--- src/verilog/lockin_macros.svh ---
`ifndef LOCKIN_MACROS_SVH
`define LOCKIN_MACROS_SVH

// ------------------------------------------------------------
// widths
// ------------------------------------------------------------
`define LOCKIN_SAMPLE_W        14   // adc / dac sample
`define LOCKIN_BUS_W           32   // system bus word
`define LOCKIN_ADDR_W          20   // decoded address bits

// filter and gain constants
`define LOCKIN_HP_TAU_OFFSET   0
`define LOCKIN_LP_TAU_OFFSET   5    // low-pass runs slower for the same code
`define LOCKIN_FILT_FRAC_W     20   // accumulator fraction bits
`define LOCKIN_GAIN_SHIFT      10   // gain register is q.10

// ------------------------------------------------------------
// register map, byte addresses
// ------------------------------------------------------------
`define LOCKIN_REG_SCOPE_A_SEL 20'h00000
`define LOCKIN_REG_SCOPE_B_SEL 20'h00004
`define LOCKIN_REG_OUT1_SEL    20'h00010
`define LOCKIN_REG_OUT2_SEL    20'h00014
`define LOCKIN_REG_IN1         20'h00028   // read only from here to scope b
`define LOCKIN_REG_IN2         20'h0002C
`define LOCKIN_REG_OUT1        20'h00030
`define LOCKIN_REG_OUT2        20'h00034
`define LOCKIN_REG_SCOPE_A     20'h00048
`define LOCKIN_REG_SCOPE_B     20'h0004C
`define LOCKIN_REG_HP_TAU      20'h00050
`define LOCKIN_REG_LP_TAU      20'h00054
`define LOCKIN_REG_OFFSET      20'h00058
`define LOCKIN_REG_GAIN        20'h0005C
`define LOCKIN_REG_HP_DIS      20'h00060
`define LOCKIN_REG_LP_DIS      20'h00064
`define LOCKIN_REG_TAP_HP      20'h00070   // chain taps, read only
`define LOCKIN_REG_TAP_SIGN    20'h00074
`define LOCKIN_REG_TAP_RECT    20'h00078
`define LOCKIN_REG_TAP_LP      20'h0007C
`define LOCKIN_REG_TAP_SUM     20'h00080
`define LOCKIN_REG_TAP_GAIN    20'h00084

`endif

--- src/verilog/lockin_pkg.sv ---
`include "lockin_macros.svh"

package lockin_pkg;

    typedef logic signed [`LOCKIN_SAMPLE_W-1:0] sample_t;   // two's complement sample
    typedef logic        [`LOCKIN_BUS_W-1:0]    bus_word_t;
    typedef logic        [`LOCKIN_ADDR_W-1:0]   reg_addr_t;
    typedef logic        [3:0]                  tau_t;       // filter time constant code
    typedef logic        [3:0]                  out_sel_t;   // 16-way fast output mux
    typedef logic        [4:0]                  scope_sel_t; // 32-way scope mux

    // everything the cpu can write
    typedef struct packed {
        scope_sel_t scope_a_sel;
        scope_sel_t scope_b_sel;
        out_sel_t   out1_sel;
        out_sel_t   out2_sel;
        tau_t       hp_tau;
        tau_t       lp_tau;
        logic       hp_dis;   // high-pass bypass
        logic       lp_dis;   // low-pass bypass
        sample_t    offset;
        sample_t    gain;
    } ctrl_regs_t;

    // one sample per chain stage
    typedef struct packed {
        sample_t hp;
        sample_t sign;
        sample_t rect;
        sample_t lp;
        sample_t sum;
        sample_t gain;
    } chain_taps_t;

    localparam int SAMPLE_MAX = (1 << (`LOCKIN_SAMPLE_W - 1)) - 1;
    localparam int SAMPLE_MIN = -SAMPLE_MAX - 1;

    // clamp a wide signed value into sample range
    function automatic sample_t sat_sample(input logic signed [31:0] v);
        if (v > SAMPLE_MAX) return sample_t'(SAMPLE_MAX);
        if (v < SAMPLE_MIN) return sample_t'(SAMPLE_MIN);
        return sample_t'(v);
    endfunction

endpackage

--- src/verilog/iir_first_order.sv ---
`include "lockin_macros.svh"

module iir_first_order #(
    parameter bit HIGH_PASS  = 1'b0,
    parameter int TAU_OFFSET = 0
) (
    input  logic                 clk,
    input  logic                 rst,
    input  lockin_pkg::tau_t     i_tau,
    input  logic                 i_bypass,
    input  lockin_pkg::sample_t  i_x,
    output lockin_pkg::sample_t  o_y
);

    localparam int W     = `LOCKIN_SAMPLE_W;
    localparam int F     = `LOCKIN_FILT_FRAC_W;
    localparam int ACC_W = W + F;
    localparam int DW    = ACC_W + 1;   // one guard bit for the difference
    localparam int HW    = W + 1;

    logic signed [ACC_W-1:0] acc;        // integer.fraction, tracks the input
    logic signed [ACC_W-1:0] x_ext;
    logic signed [DW-1:0]    diff;
    logic signed [DW-1:0]    acc_next;
    logic        [5:0]       shamt;
    lockin_pkg::sample_t     lp_int;
    logic signed [HW-1:0]    hp_full;
    lockin_pkg::sample_t     y_next;

    assign x_ext    = {i_x, {F{1'b0}}};                   // input aligned to the fraction
    assign shamt    = 6'(i_tau) + 6'(TAU_OFFSET);
    assign diff     = DW'(x_ext) - DW'(acc);
    assign acc_next = DW'(acc) + (diff >>> shamt);     // step toward the input
    assign lp_int   = acc_next[ACC_W-1:F];             // floor of the new state
    assign hp_full  = HW'(i_x) - HW'(lp_int);

    // high-pass is the residue after the low-pass estimate
    assign y_next = HIGH_PASS ? lockin_pkg::sat_sample(32'(hp_full)) : lp_int;

    always_ff @(posedge clk or posedge rst) begin
        if (rst) begin
            acc <= '0;
            o_y <= '0;
        end else if (i_bypass) begin
            acc <= x_ext;   // preload so enabling starts without a jump
            o_y <= i_x;
        end else begin
            acc <= acc_next[ACC_W-1:0];   // stays between old state and input
            o_y <= y_next;
        end
    end

endmodule

--- src/verilog/sign_rectifier.sv ---
module sign_rectifier (
    input  logic                 clk,
    input  logic                 rst,
    input  lockin_pkg::sample_t  i_ref,    // high-pass output
    input  lockin_pkg::sample_t  i_sig,    // raw input 1
    output lockin_pkg::sample_t  o_sign,
    output lockin_pkg::sample_t  o_rect
);

    lockin_pkg::sample_t sig_d;     // input 1 aligned with the filtered reference
    lockin_pkg::sample_t neg_sig;
    logic                ref_pos;

    assign ref_pos = (i_ref >= 0);                            // zero counts as positive
    assign neg_sig = lockin_pkg::sat_sample(-32'(sig_d));    // -8192 -> 8191

    always_ff @(posedge clk) begin
        sig_d <= i_sig;
    end

    always_ff @(posedge clk or posedge rst) begin
        if (rst) begin
            o_sign <= '0;
            o_rect <= '0;
        end else begin
            o_sign <= ref_pos ? lockin_pkg::sample_t'(1) : lockin_pkg::sample_t'(-1);
            o_rect <= ref_pos ? sig_d : neg_sig;   // multiply by +-1
        end
    end

endmodule

--- src/verilog/offset_gain.sv ---
`include "lockin_macros.svh"

module offset_gain (
    input  logic                 clk,
    input  logic                 rst,
    input  lockin_pkg::sample_t  i_x,
    input  lockin_pkg::sample_t  i_offset,
    input  lockin_pkg::sample_t  i_gain,
    output lockin_pkg::sample_t  o_sum,
    output lockin_pkg::sample_t  o_gain
);

    localparam int PW = 2 * `LOCKIN_SAMPLE_W;   // full product width

    logic signed [PW-1:0] prod;
    logic signed [PW-1:0] prod_sh;

    // second stage works on the registered sum
    assign prod    = PW'(o_sum) * PW'(i_gain);
    assign prod_sh = prod >>> `LOCKIN_GAIN_SHIFT;   // arithmetic, keeps sign

    always_ff @(posedge clk or posedge rst) begin
        if (rst) begin
            o_sum  <= '0;
            o_gain <= '0;
        end else begin
            o_sum  <= lockin_pkg::sat_sample(32'(i_x) + 32'(i_offset));
            o_gain <= lockin_pkg::sat_sample(32'(prod_sh));
        end
    end

endmodule

--- src/verilog/signal_chain.sv ---
`include "lockin_macros.svh"

module signal_chain (
    input  logic                    clk,
    input  logic                    rst,
    input  lockin_pkg::sample_t     i_in1,
    input  lockin_pkg::ctrl_regs_t  i_ctrl,
    output lockin_pkg::chain_taps_t o_taps
);

    // one register per stage, in1 -> gain is 5 cycles with filters bypassed
    lockin_pkg::sample_t hp_y;     // in1 + 1
    lockin_pkg::sample_t sign_y;   // in1 + 2
    lockin_pkg::sample_t rect_y;   // in1 + 2
    lockin_pkg::sample_t lp_y;     // in1 + 3
    lockin_pkg::sample_t sum_y;    // in1 + 4
    lockin_pkg::sample_t gain_y;   // in1 + 5

    // ------------------------------------------------------------
    // reference path
    // ------------------------------------------------------------
    iir_first_order #(
        .HIGH_PASS  (1'b1),
        .TAU_OFFSET (`LOCKIN_HP_TAU_OFFSET)
    ) hp_filter_inst (
        .clk      (clk),
        .rst      (rst),
        .i_tau    (i_ctrl.hp_tau),
        .i_bypass (i_ctrl.hp_dis),
        .i_x      (i_in1),
        .o_y      (hp_y)
    );

    sign_rectifier sign_rectifier_inst (
        .clk    (clk),
        .rst    (rst),
        .i_ref  (hp_y),
        .i_sig  (i_in1),   // delayed inside to match hp_y
        .o_sign (sign_y),
        .o_rect (rect_y)
    );

    // ------------------------------------------------------------
    // demodulated path
    // ------------------------------------------------------------
    iir_first_order #(
        .HIGH_PASS  (1'b0),
        .TAU_OFFSET (`LOCKIN_LP_TAU_OFFSET)
    ) lp_filter_inst (
        .clk      (clk),
        .rst      (rst),
        .i_tau    (i_ctrl.lp_tau),
        .i_bypass (i_ctrl.lp_dis),
        .i_x      (rect_y),
        .o_y      (lp_y)
    );

    offset_gain offset_gain_inst (
        .clk      (clk),
        .rst      (rst),
        .i_x      (lp_y),
        .i_offset (i_ctrl.offset),
        .i_gain   (i_ctrl.gain),
        .o_sum    (sum_y),
        .o_gain   (gain_y)
    );

    assign o_taps = '{hp: hp_y, sign: sign_y, rect: rect_y,
                      lp: lp_y, sum: sum_y, gain: gain_y};

endmodule

--- src/verilog/reg_bank.sv ---
`include "lockin_macros.svh"

module reg_bank (
    input  logic                    clk,
    input  logic                    rst,
    input  lockin_pkg::bus_word_t   i_sys_addr,
    input  lockin_pkg::bus_word_t   i_sys_wdata,
    input  logic                    i_sys_wen,
    input  logic                    i_sys_ren,
    input  lockin_pkg::sample_t     i_in1,
    input  lockin_pkg::sample_t     i_in2,
    input  lockin_pkg::sample_t     i_out1,
    input  lockin_pkg::sample_t     i_out2,
    input  lockin_pkg::sample_t     i_osc1,
    input  lockin_pkg::sample_t     i_osc2,
    input  lockin_pkg::chain_taps_t i_taps,
    output lockin_pkg::ctrl_regs_t  o_ctrl,
    output lockin_pkg::bus_word_t   o_sys_rdata,
    output logic                    o_sys_err,
    output logic                    o_sys_ack
);

    lockin_pkg::reg_addr_t  addr;
    lockin_pkg::ctrl_regs_t ctrl_q;
    lockin_pkg::bus_word_t  rd_next;

    assign addr   = i_sys_addr[`LOCKIN_ADDR_W-1:0];   // upper bits select the block elsewhere
    assign o_ctrl = ctrl_q;

    // ------------------------------------------------------------
    // write side
    // ------------------------------------------------------------
    always_ff @(posedge clk or posedge rst) begin
        if (rst) begin
            ctrl_q             <= '0;
            ctrl_q.scope_a_sel <= 5'd1;   // in1
            ctrl_q.scope_b_sel <= 5'd2;   // in2
        end else if (i_sys_wen) begin
            case (addr)
                `LOCKIN_REG_SCOPE_A_SEL: ctrl_q.scope_a_sel <= i_sys_wdata[4:0];
                `LOCKIN_REG_SCOPE_B_SEL: ctrl_q.scope_b_sel <= i_sys_wdata[4:0];
                `LOCKIN_REG_OUT1_SEL:    ctrl_q.out1_sel    <= i_sys_wdata[3:0];
                `LOCKIN_REG_OUT2_SEL:    ctrl_q.out2_sel    <= i_sys_wdata[3:0];
                `LOCKIN_REG_HP_TAU:      ctrl_q.hp_tau      <= i_sys_wdata[3:0];
                `LOCKIN_REG_LP_TAU:      ctrl_q.lp_tau      <= i_sys_wdata[3:0];
                `LOCKIN_REG_OFFSET:      ctrl_q.offset <= i_sys_wdata[`LOCKIN_SAMPLE_W-1:0];
                `LOCKIN_REG_GAIN:        ctrl_q.gain   <= i_sys_wdata[`LOCKIN_SAMPLE_W-1:0];
                `LOCKIN_REG_HP_DIS:      ctrl_q.hp_dis      <= |i_sys_wdata;   // any bit set
                `LOCKIN_REG_LP_DIS:      ctrl_q.lp_dis      <= |i_sys_wdata;
                default: ;   // read-only or unmapped
            endcase
        end
    end

    // ------------------------------------------------------------
    // read side
    // ------------------------------------------------------------
    always_comb begin
        rd_next = '0;   // unmapped reads zero
        case (addr)
            `LOCKIN_REG_SCOPE_A_SEL: rd_next = 32'(ctrl_q.scope_a_sel);   // zero-extended
            `LOCKIN_REG_SCOPE_B_SEL: rd_next = 32'(ctrl_q.scope_b_sel);
            `LOCKIN_REG_OUT1_SEL:    rd_next = 32'(ctrl_q.out1_sel);
            `LOCKIN_REG_OUT2_SEL:    rd_next = 32'(ctrl_q.out2_sel);
            `LOCKIN_REG_IN1:         rd_next = 32'(i_in1);                // sign-extended
            `LOCKIN_REG_IN2:         rd_next = 32'(i_in2);
            `LOCKIN_REG_OUT1:        rd_next = 32'(i_out1);
            `LOCKIN_REG_OUT2:        rd_next = 32'(i_out2);
            `LOCKIN_REG_SCOPE_A:     rd_next = 32'(i_osc1);
            `LOCKIN_REG_SCOPE_B:     rd_next = 32'(i_osc2);
            `LOCKIN_REG_HP_TAU:      rd_next = 32'(ctrl_q.hp_tau);
            `LOCKIN_REG_LP_TAU:      rd_next = 32'(ctrl_q.lp_tau);
            `LOCKIN_REG_OFFSET:      rd_next = 32'(ctrl_q.offset);
            `LOCKIN_REG_GAIN:        rd_next = 32'(ctrl_q.gain);
            `LOCKIN_REG_HP_DIS:      rd_next = 32'(ctrl_q.hp_dis);
            `LOCKIN_REG_LP_DIS:      rd_next = 32'(ctrl_q.lp_dis);
            `LOCKIN_REG_TAP_HP:      rd_next = 32'(i_taps.hp);
            `LOCKIN_REG_TAP_SIGN:    rd_next = 32'(i_taps.sign);
            `LOCKIN_REG_TAP_RECT:    rd_next = 32'(i_taps.rect);
            `LOCKIN_REG_TAP_LP:      rd_next = 32'(i_taps.lp);
            `LOCKIN_REG_TAP_SUM:     rd_next = 32'(i_taps.sum);
            `LOCKIN_REG_TAP_GAIN:    rd_next = 32'(i_taps.gain);
            default: ;
        endcase
    end

    // data lines up with ack, one cycle after the strobe
    always_ff @(posedge clk) begin
        o_sys_rdata <= rd_next;
    end

    always_ff @(posedge clk or posedge rst) begin
        if (rst) o_sys_ack <= 1'b0;
        else     o_sys_ack <= i_sys_wen | i_sys_ren;   // every access answered
    end

    assign o_sys_err = 1'b0;   // no error responses on this block

endmodule

--- src/verilog/output_router.sv ---
module output_router (
    input  logic                    clk,
    input  logic                    rst,
    input  lockin_pkg::sample_t     i_in1,
    input  lockin_pkg::sample_t     i_in2,
    input  lockin_pkg::chain_taps_t i_taps,
    input  lockin_pkg::ctrl_regs_t  i_ctrl,
    output lockin_pkg::sample_t     o_out1,
    output lockin_pkg::sample_t     o_out2,
    output lockin_pkg::sample_t     o_osc1,
    output lockin_pkg::sample_t     o_osc2
);

    // fast dac mux, codes 4..15 unused
    function automatic lockin_pkg::sample_t fast_pick(input lockin_pkg::out_sel_t sel,
                                                      input lockin_pkg::sample_t  in1,
                                                      input lockin_pkg::sample_t  in2,
                                                      input lockin_pkg::sample_t  gain);
        case (sel)
            4'd1:    return in1;
            4'd2:    return in2;
            4'd3:    return gain;   // demodulator result
            default: return '0;
        endcase
    endfunction

    // scope mux, every chain tap visible, codes 9..31 unused
    function automatic lockin_pkg::sample_t scope_pick(input lockin_pkg::scope_sel_t  sel,
                                                       input lockin_pkg::sample_t     in1,
                                                       input lockin_pkg::sample_t     in2,
                                                       input lockin_pkg::chain_taps_t taps);
        case (sel)
            5'd1:    return in1;
            5'd2:    return in2;
            5'd3:    return taps.hp;
            5'd4:    return taps.sign;
            5'd5:    return taps.rect;
            5'd6:    return taps.lp;
            5'd7:    return taps.sum;
            5'd8:    return taps.gain;
            default: return '0;
        endcase
    endfunction

    assign o_out1 = fast_pick(i_ctrl.out1_sel, i_in1, i_in2, i_taps.gain);   // no register
    assign o_out2 = fast_pick(i_ctrl.out2_sel, i_in1, i_in2, i_taps.gain);

    always_ff @(posedge clk or posedge rst) begin
        if (rst) begin
            o_osc1 <= '0;
            o_osc2 <= '0;
        end else begin
            o_osc1 <= scope_pick(i_ctrl.scope_a_sel, i_in1, i_in2, i_taps);   // 1 cycle lag
            o_osc2 <= scope_pick(i_ctrl.scope_b_sel, i_in1, i_in2, i_taps);
        end
    end

endmodule

--- src/verilog/lockin_top.sv ---
module lockin_top (
    input  logic                  clk,
    input  logic                  rst,
    input  lockin_pkg::sample_t   i_in1,
    input  lockin_pkg::sample_t   i_in2,
    input  lockin_pkg::bus_word_t i_sys_addr,
    input  lockin_pkg::bus_word_t i_sys_wdata,
    input  logic                  i_sys_wen,
    input  logic                  i_sys_ren,
    output lockin_pkg::sample_t   o_out1,
    output lockin_pkg::sample_t   o_out2,
    output lockin_pkg::sample_t   o_osc1,
    output lockin_pkg::sample_t   o_osc2,
    output lockin_pkg::bus_word_t o_sys_rdata,
    output logic                  o_sys_err,
    output logic                  o_sys_ack
);

    lockin_pkg::ctrl_regs_t  ctrl;   // cpu settings
    lockin_pkg::chain_taps_t taps;   // every stage of the demodulator

    reg_bank reg_bank_inst (
        .clk         (clk),
        .rst         (rst),
        .i_sys_addr  (i_sys_addr),
        .i_sys_wdata (i_sys_wdata),
        .i_sys_wen   (i_sys_wen),
        .i_sys_ren   (i_sys_ren),
        .i_in1       (i_in1),
        .i_in2       (i_in2),
        .i_out1      (o_out1),   // readback of what leaves the chip
        .i_out2      (o_out2),
        .i_osc1      (o_osc1),
        .i_osc2      (o_osc2),
        .i_taps      (taps),
        .o_ctrl      (ctrl),
        .o_sys_rdata (o_sys_rdata),
        .o_sys_err   (o_sys_err),
        .o_sys_ack   (o_sys_ack)
    );

    signal_chain signal_chain_inst (
        .clk    (clk),
        .rst    (rst),
        .i_in1  (i_in1),
        .i_ctrl (ctrl),
        .o_taps (taps)
    );

    output_router output_router_inst (
        .clk    (clk),
        .rst    (rst),
        .i_in1  (i_in1),
        .i_in2  (i_in2),
        .i_taps (taps),
        .i_ctrl (ctrl),
        .o_out1 (o_out1),
        .o_out2 (o_out2),
        .o_osc1 (o_osc1),
        .o_osc2 (o_osc2)
    );

endmodule

--- config.mk ---
export PLATFORM = sky130hd
export DESIGN_NAME = lockin_top
export DESIGN_NICKNAME = d
export VERILOG_FILES = /design/src/verilog/lockin_pkg.sv /design/src/verilog/iir_first_order.sv /design/src/verilog/sign_rectifier.sv /design/src/verilog/offset_gain.sv /design/src/verilog/signal_chain.sv /design/src/verilog/reg_bank.sv /design/src/verilog/output_router.sv /design/src/verilog/lockin_top.sv
export VERILOG_INCLUDE_DIRS = /design/src /design/src/verilog
export SDC_FILE = /design/constraint.sdc
export NUM_CORES = 2
export LEC_CHECK = 0
export ABC_AREA = 1
export ABC_CLOCK_PERIOD_IN_PS = 9500
export BUFFER_PORTS_ARGS = -buffer_cell sky130_fd_sc_hd__buf_2
export CAP_MARGIN = 10
export CORE_MARGIN = 2
export CORE_UTILIZATION = 35
export CTS_CLUSTER_SIZE = 14
export DETAILED_ROUTE_END_ITERATION = 10
export SKIP_CTS_REPAIR_TIMING = 1
export SLEW_MARGIN = 40
export SYNTH_ARGS = -nofsm -noshare
export SYNTH_HDL_FRONTEND = slang
export SYNTH_SLANG_ARGS = --single-unit
--- constraint.sdc ---
create_clock -name clk -period 9.5 [get_ports clk]
set_clock_uncertainty 0.15 [all_clocks]
set_input_delay 1.9 -clock clk [delete_from_list [all_inputs] [get_ports clk]]
set_output_delay 1.9 -clock clk [all_outputs]
set_load 0.02 [all_outputs]
==> results.md <==
- Run status: finished, final reports clean
- Slew Viols, Final: 0
- Number of synthesized register bits: between 200 and 250
- Residual DRC count: 0
- Internal power: 5.35 mW
- Rel. slew slack: about 37%
- Final Worst Setup Slack: ~1.7 ns
- Register area share after synthesis: a little under a fifth
- Final Cell Area: between 30,000 and 40,000 um^2
- Global placement routability congestion: a little over 1
- Num Clock Sinks: ~240
- GRT overflow: 0
- Synth top area share: 16.9%
- Final Hold Viols: 0
- RSZ-0062 raised after global routing: no
- PwrDens: 381 nW/um^2
- Post-Syn Area per Cell: 6.67 um^2
- IR drop worst, VDD: 0.000369 V
- NetSw: 7.53 mW
- DP HPWL: about 100,000 um
- Num CTS Buffers: 30
- Crit end category: flip-flop
- Synth area leaders: dfrtp_1 (17%), nand2_1 (15%), fa_1 (13%)
- Share of cells above drive strength 1: approximately 8.2%
- CTS H-tree depth: 1
- Max Fclk: roughly 130 MHz
- Leak: 18.1 nW
- Worst-margin pin slew: about 0.94 ns
- Period utilization: ~82%
- Worst r2r src: reg_bank_inst.o_ctrl[2]
- Top-count cell post-synth: nand2_1
- Finish-stage setup viols: 0
- Top Ports: approximately 190
- Vias per cell: about 5.5
- Crit path required time: 9.81 ns
- Largest area contributor in the netlist: dfrtp_1
- Mapped Cells: 4,627
- Starting Density: between 30% and 40%
- Kind of critical path: reg2reg
- Die Y: about 300 um
- Nets@finish: 5,171
- Core area: approximately 87,000 um^2
- Post-Syn Area: just over 30,000 um^2
- Dpl cells: roughly 5,800
- Syn_nets: about 5,100
- Initial antenna violation count: 7
- Crit path DAT: a little over 8 ns
- Worst-path fanout max: 16
- Hold Startpoint: signal_chain_inst.sign_rectifier_inst.sig_d[0]
- CTS Root Cell: clkbuf_16
- Placed Area: about 33,000 um^2
- CTS tree: built
- CTS Buffer Depth: 3
- Final setup TNS: 0 ns
- Die X: between 300 and 400 um
- FFs w/ async S/R, synth: 88.3%
- Yosys warns: 0
- Crit path from: reg_bank_inst.o_ctrl[2]
- # Max-Cap Violations: 0
- Post-synth EDFFs: 0
- Worst-Skew Late Latency: between 0.6 and 0.7 ns
- Die area: 90,500 um^2
- Cell Count, Final, Fillers Out: 5,870
- Antenna Nets Post-Route: 0
- Initial DRC Count: between 3,000 and 4,000
- Filler cell count: ~9,500
- Area growth, synth to finish: 9.42%
- DR vias: ~32,000
- Clk pwr share: around a tenth
- Share of power burned in registers: between 10% and 20%
- Tmin final: about 7.8 ns
- Port Buffer Count: between 150 and 200
- Reg clk slew, reported paths: about 0.08 ns
- Most instantiated cells after synthesis: nand2_1 (1,222), inv_1 (793), nand3_1 (344), o21ai_0 (297), nor2_1 (258)
- FP Rows: roughly 110
- Drt pass-1 iters: 9
- First-pass GRT wire length: roughly 190,000 um
- Distinct cells, synth: 64
- Vias in the first global route: between 30,000 and 40,000
- Comb pwr share: between 70% and 80%
- Post-synth top flop: dfrtp_1
- Wirelength per Cell: roughly 22 um
- CP startpoint kind: flip-flop
- Sw Share: between 50% and 60%
- Tot GR Track Use: roughly 28%
- Setup WS pre-CTS: about 1.5 ns
- Worst hold path class: reg2reg
- Largest net degree at the start of global routing: about 110
- Final WL: 128,000 um
through the flow:
stage / total power [mW] / utilization (%) / hold WS [ns]
floorplan: 8.88 / - / 0.308
global placement: 11.4 / 37.6 / 0.340
detailed placement: 11.4 / 37.6 / 0.342
CTS: 12.7 / 38.8 / 0.369
global route: 14.2 / 38.8 / 0.408
finish: 12.9 / 38.8 / 0.370
final cells by class:
cell class / count / area [um^2] / area share [%]
Clock inverter: 21 / 246 / 0.730
Multi-Input combinational cell: 3402 / 21200 / 62.9
Clock buffer: 35 / 800 / 2.37
Tap cell: 1155 / 1450 / 4.28
Sequential cell: 239 / 5850 / 17.3
Timing Repair Buffer: 205 / 1110 / 3.29
Inverter: 811 / 3060 / 9.06
Antenna cell: 2 / 5.00 / 0.0148
sequential cells by signal, summed over array words and instances (netlist names):
| name | flops |
|---|---|
| signal_chain_inst.sign_rectifier_inst.o_sign | 2 |
| signal_chain_inst.offset_gain_inst.o_sum | 14 |
| output_router_inst.o_osc2 | 14 |
| signal_chain_inst.lp_filter_inst.acc | 21 |
| signal_chain_inst.offset_gain_inst.o_gain | 14 |
| output_router_inst.o_osc1 | 14 |
| signal_chain_inst.hp_filter_inst.acc | 34 |
| reg_bank_inst.o_sys_rdata | 14 |
| signal_chain_inst.lp_filter_inst.o_y | 13 |
| reg_bank_inst.o_ctrl | 56 |
| signal_chain_inst.sign_rectifier_inst.sig_d | 14 |
| reg_bank_inst.o_sys_ack | 1 |
| signal_chain_inst.sign_rectifier_inst.o_rect | 14 |
| signal_chain_inst.hp_filter_inst.o_y | 14 |
placed cells by master (no fill, tap or decap), types with 9 or more instances in the layout:
cell,n
a2111oi_0,28
a21oi_1,190
a221oi_1,20
a22oi_1,30
a31oi_1,23
buf_2,173
buf_4,31
clkbuf_16,30
clkinv_2,10
dfrtp_1,206
dfxtp_1,28
fa_1,198
ha_1,186
inv_1,791
inv_2,9
mux2i_1,10
nand2_1,1222
nand2_2,35
nand3_1,344
nand3_2,10
nand3b_1,12
nand4_1,47
nor2_1,255
nor2_2,23
nor3_1,54
nor4_1,16
o211ai_1,25
o21ai_0,297
o21ai_1,12
o21bai_1,14
o221ai_1,63
o22ai_1,79
or2_2,24
xnor2_1,29
xor2_1,78
power by group through the flow:
stage	clock network, mW	logic [mW]	registers (mW)
4_1_cts	1.26	9.57	1.89
5_1_grt	1.30	11.0	1.93
6_report	1.24	9.71	1.93
2_1_floorplan	0	7.31	1.57
3_5_place_dp	0	9.52	1.91
3_3_place_gp	0	9.47	1.92
path summary, 6_finish.rpt:
check,cells past startpoint,to,slack (ns)
hold / removal,2,signal_chain_inst.sign_rectifier_inst.o_rect[0],0.37
max in group asynchronous,3,reg_bank_inst.o_ctrl[36],6.72
min in group asynchronous,2,signal_chain_inst.lp_filter_inst.acc[2],1.14
setup reg to reg,23,signal_chain_inst.offset_gain_inst.o_gain[3],1.67
hold reg to reg,2,signal_chain_inst.sign_rectifier_inst.o_rect[0],0.37
setup / recovery,23,signal_chain_inst.offset_gain_inst.o_gain[3],1.67
cells by family after synthesis:
logic type,Yosys count,share of synthesized area (%)
DFF,239,18.9
and+or+nand+nor,2068,28.7
buffers and inverters,986,12.3
muxes,10,0.324
AOI/OAI and AO/OA,829,16.3
xor gates and xnor gates,107,3.04
other,2,0.0243
adders and majority gates,386,20.5
critical path: stages, from the launching register on:
cell       delay, ns
dfrtp_1         0.85
nand2_1         0.22
inv_1           0.17
fa_1            0.50
fa_1            0.96
fa_1            0.52
fa_1            0.47
fa_1            0.56
inv_1           0.06
fa_1            0.50
inv_1           0.04
ha_1            0.35
nand2_1         0.13
nor2_1          0.15
inv_1           0.05
nor2_1          0.26
nand4_1         0.26
o2111ai_1       0.26
nand2_1         0.11
nand2_1         0.09
xor2_1          0.33
nand2_1         0.37
nand2_1         0.22
nand2_1         0.11
metal layers:
metal,up-vias,wire length [um],global-route usage [%]
met5,-,41,0
met3,253,12400,5.77
li1,15157,-,-
met4,6,4890,9.03
met2,1445,54800,43.0
met1,15398,56000,39.2
(Power assumes the default switching activity.)
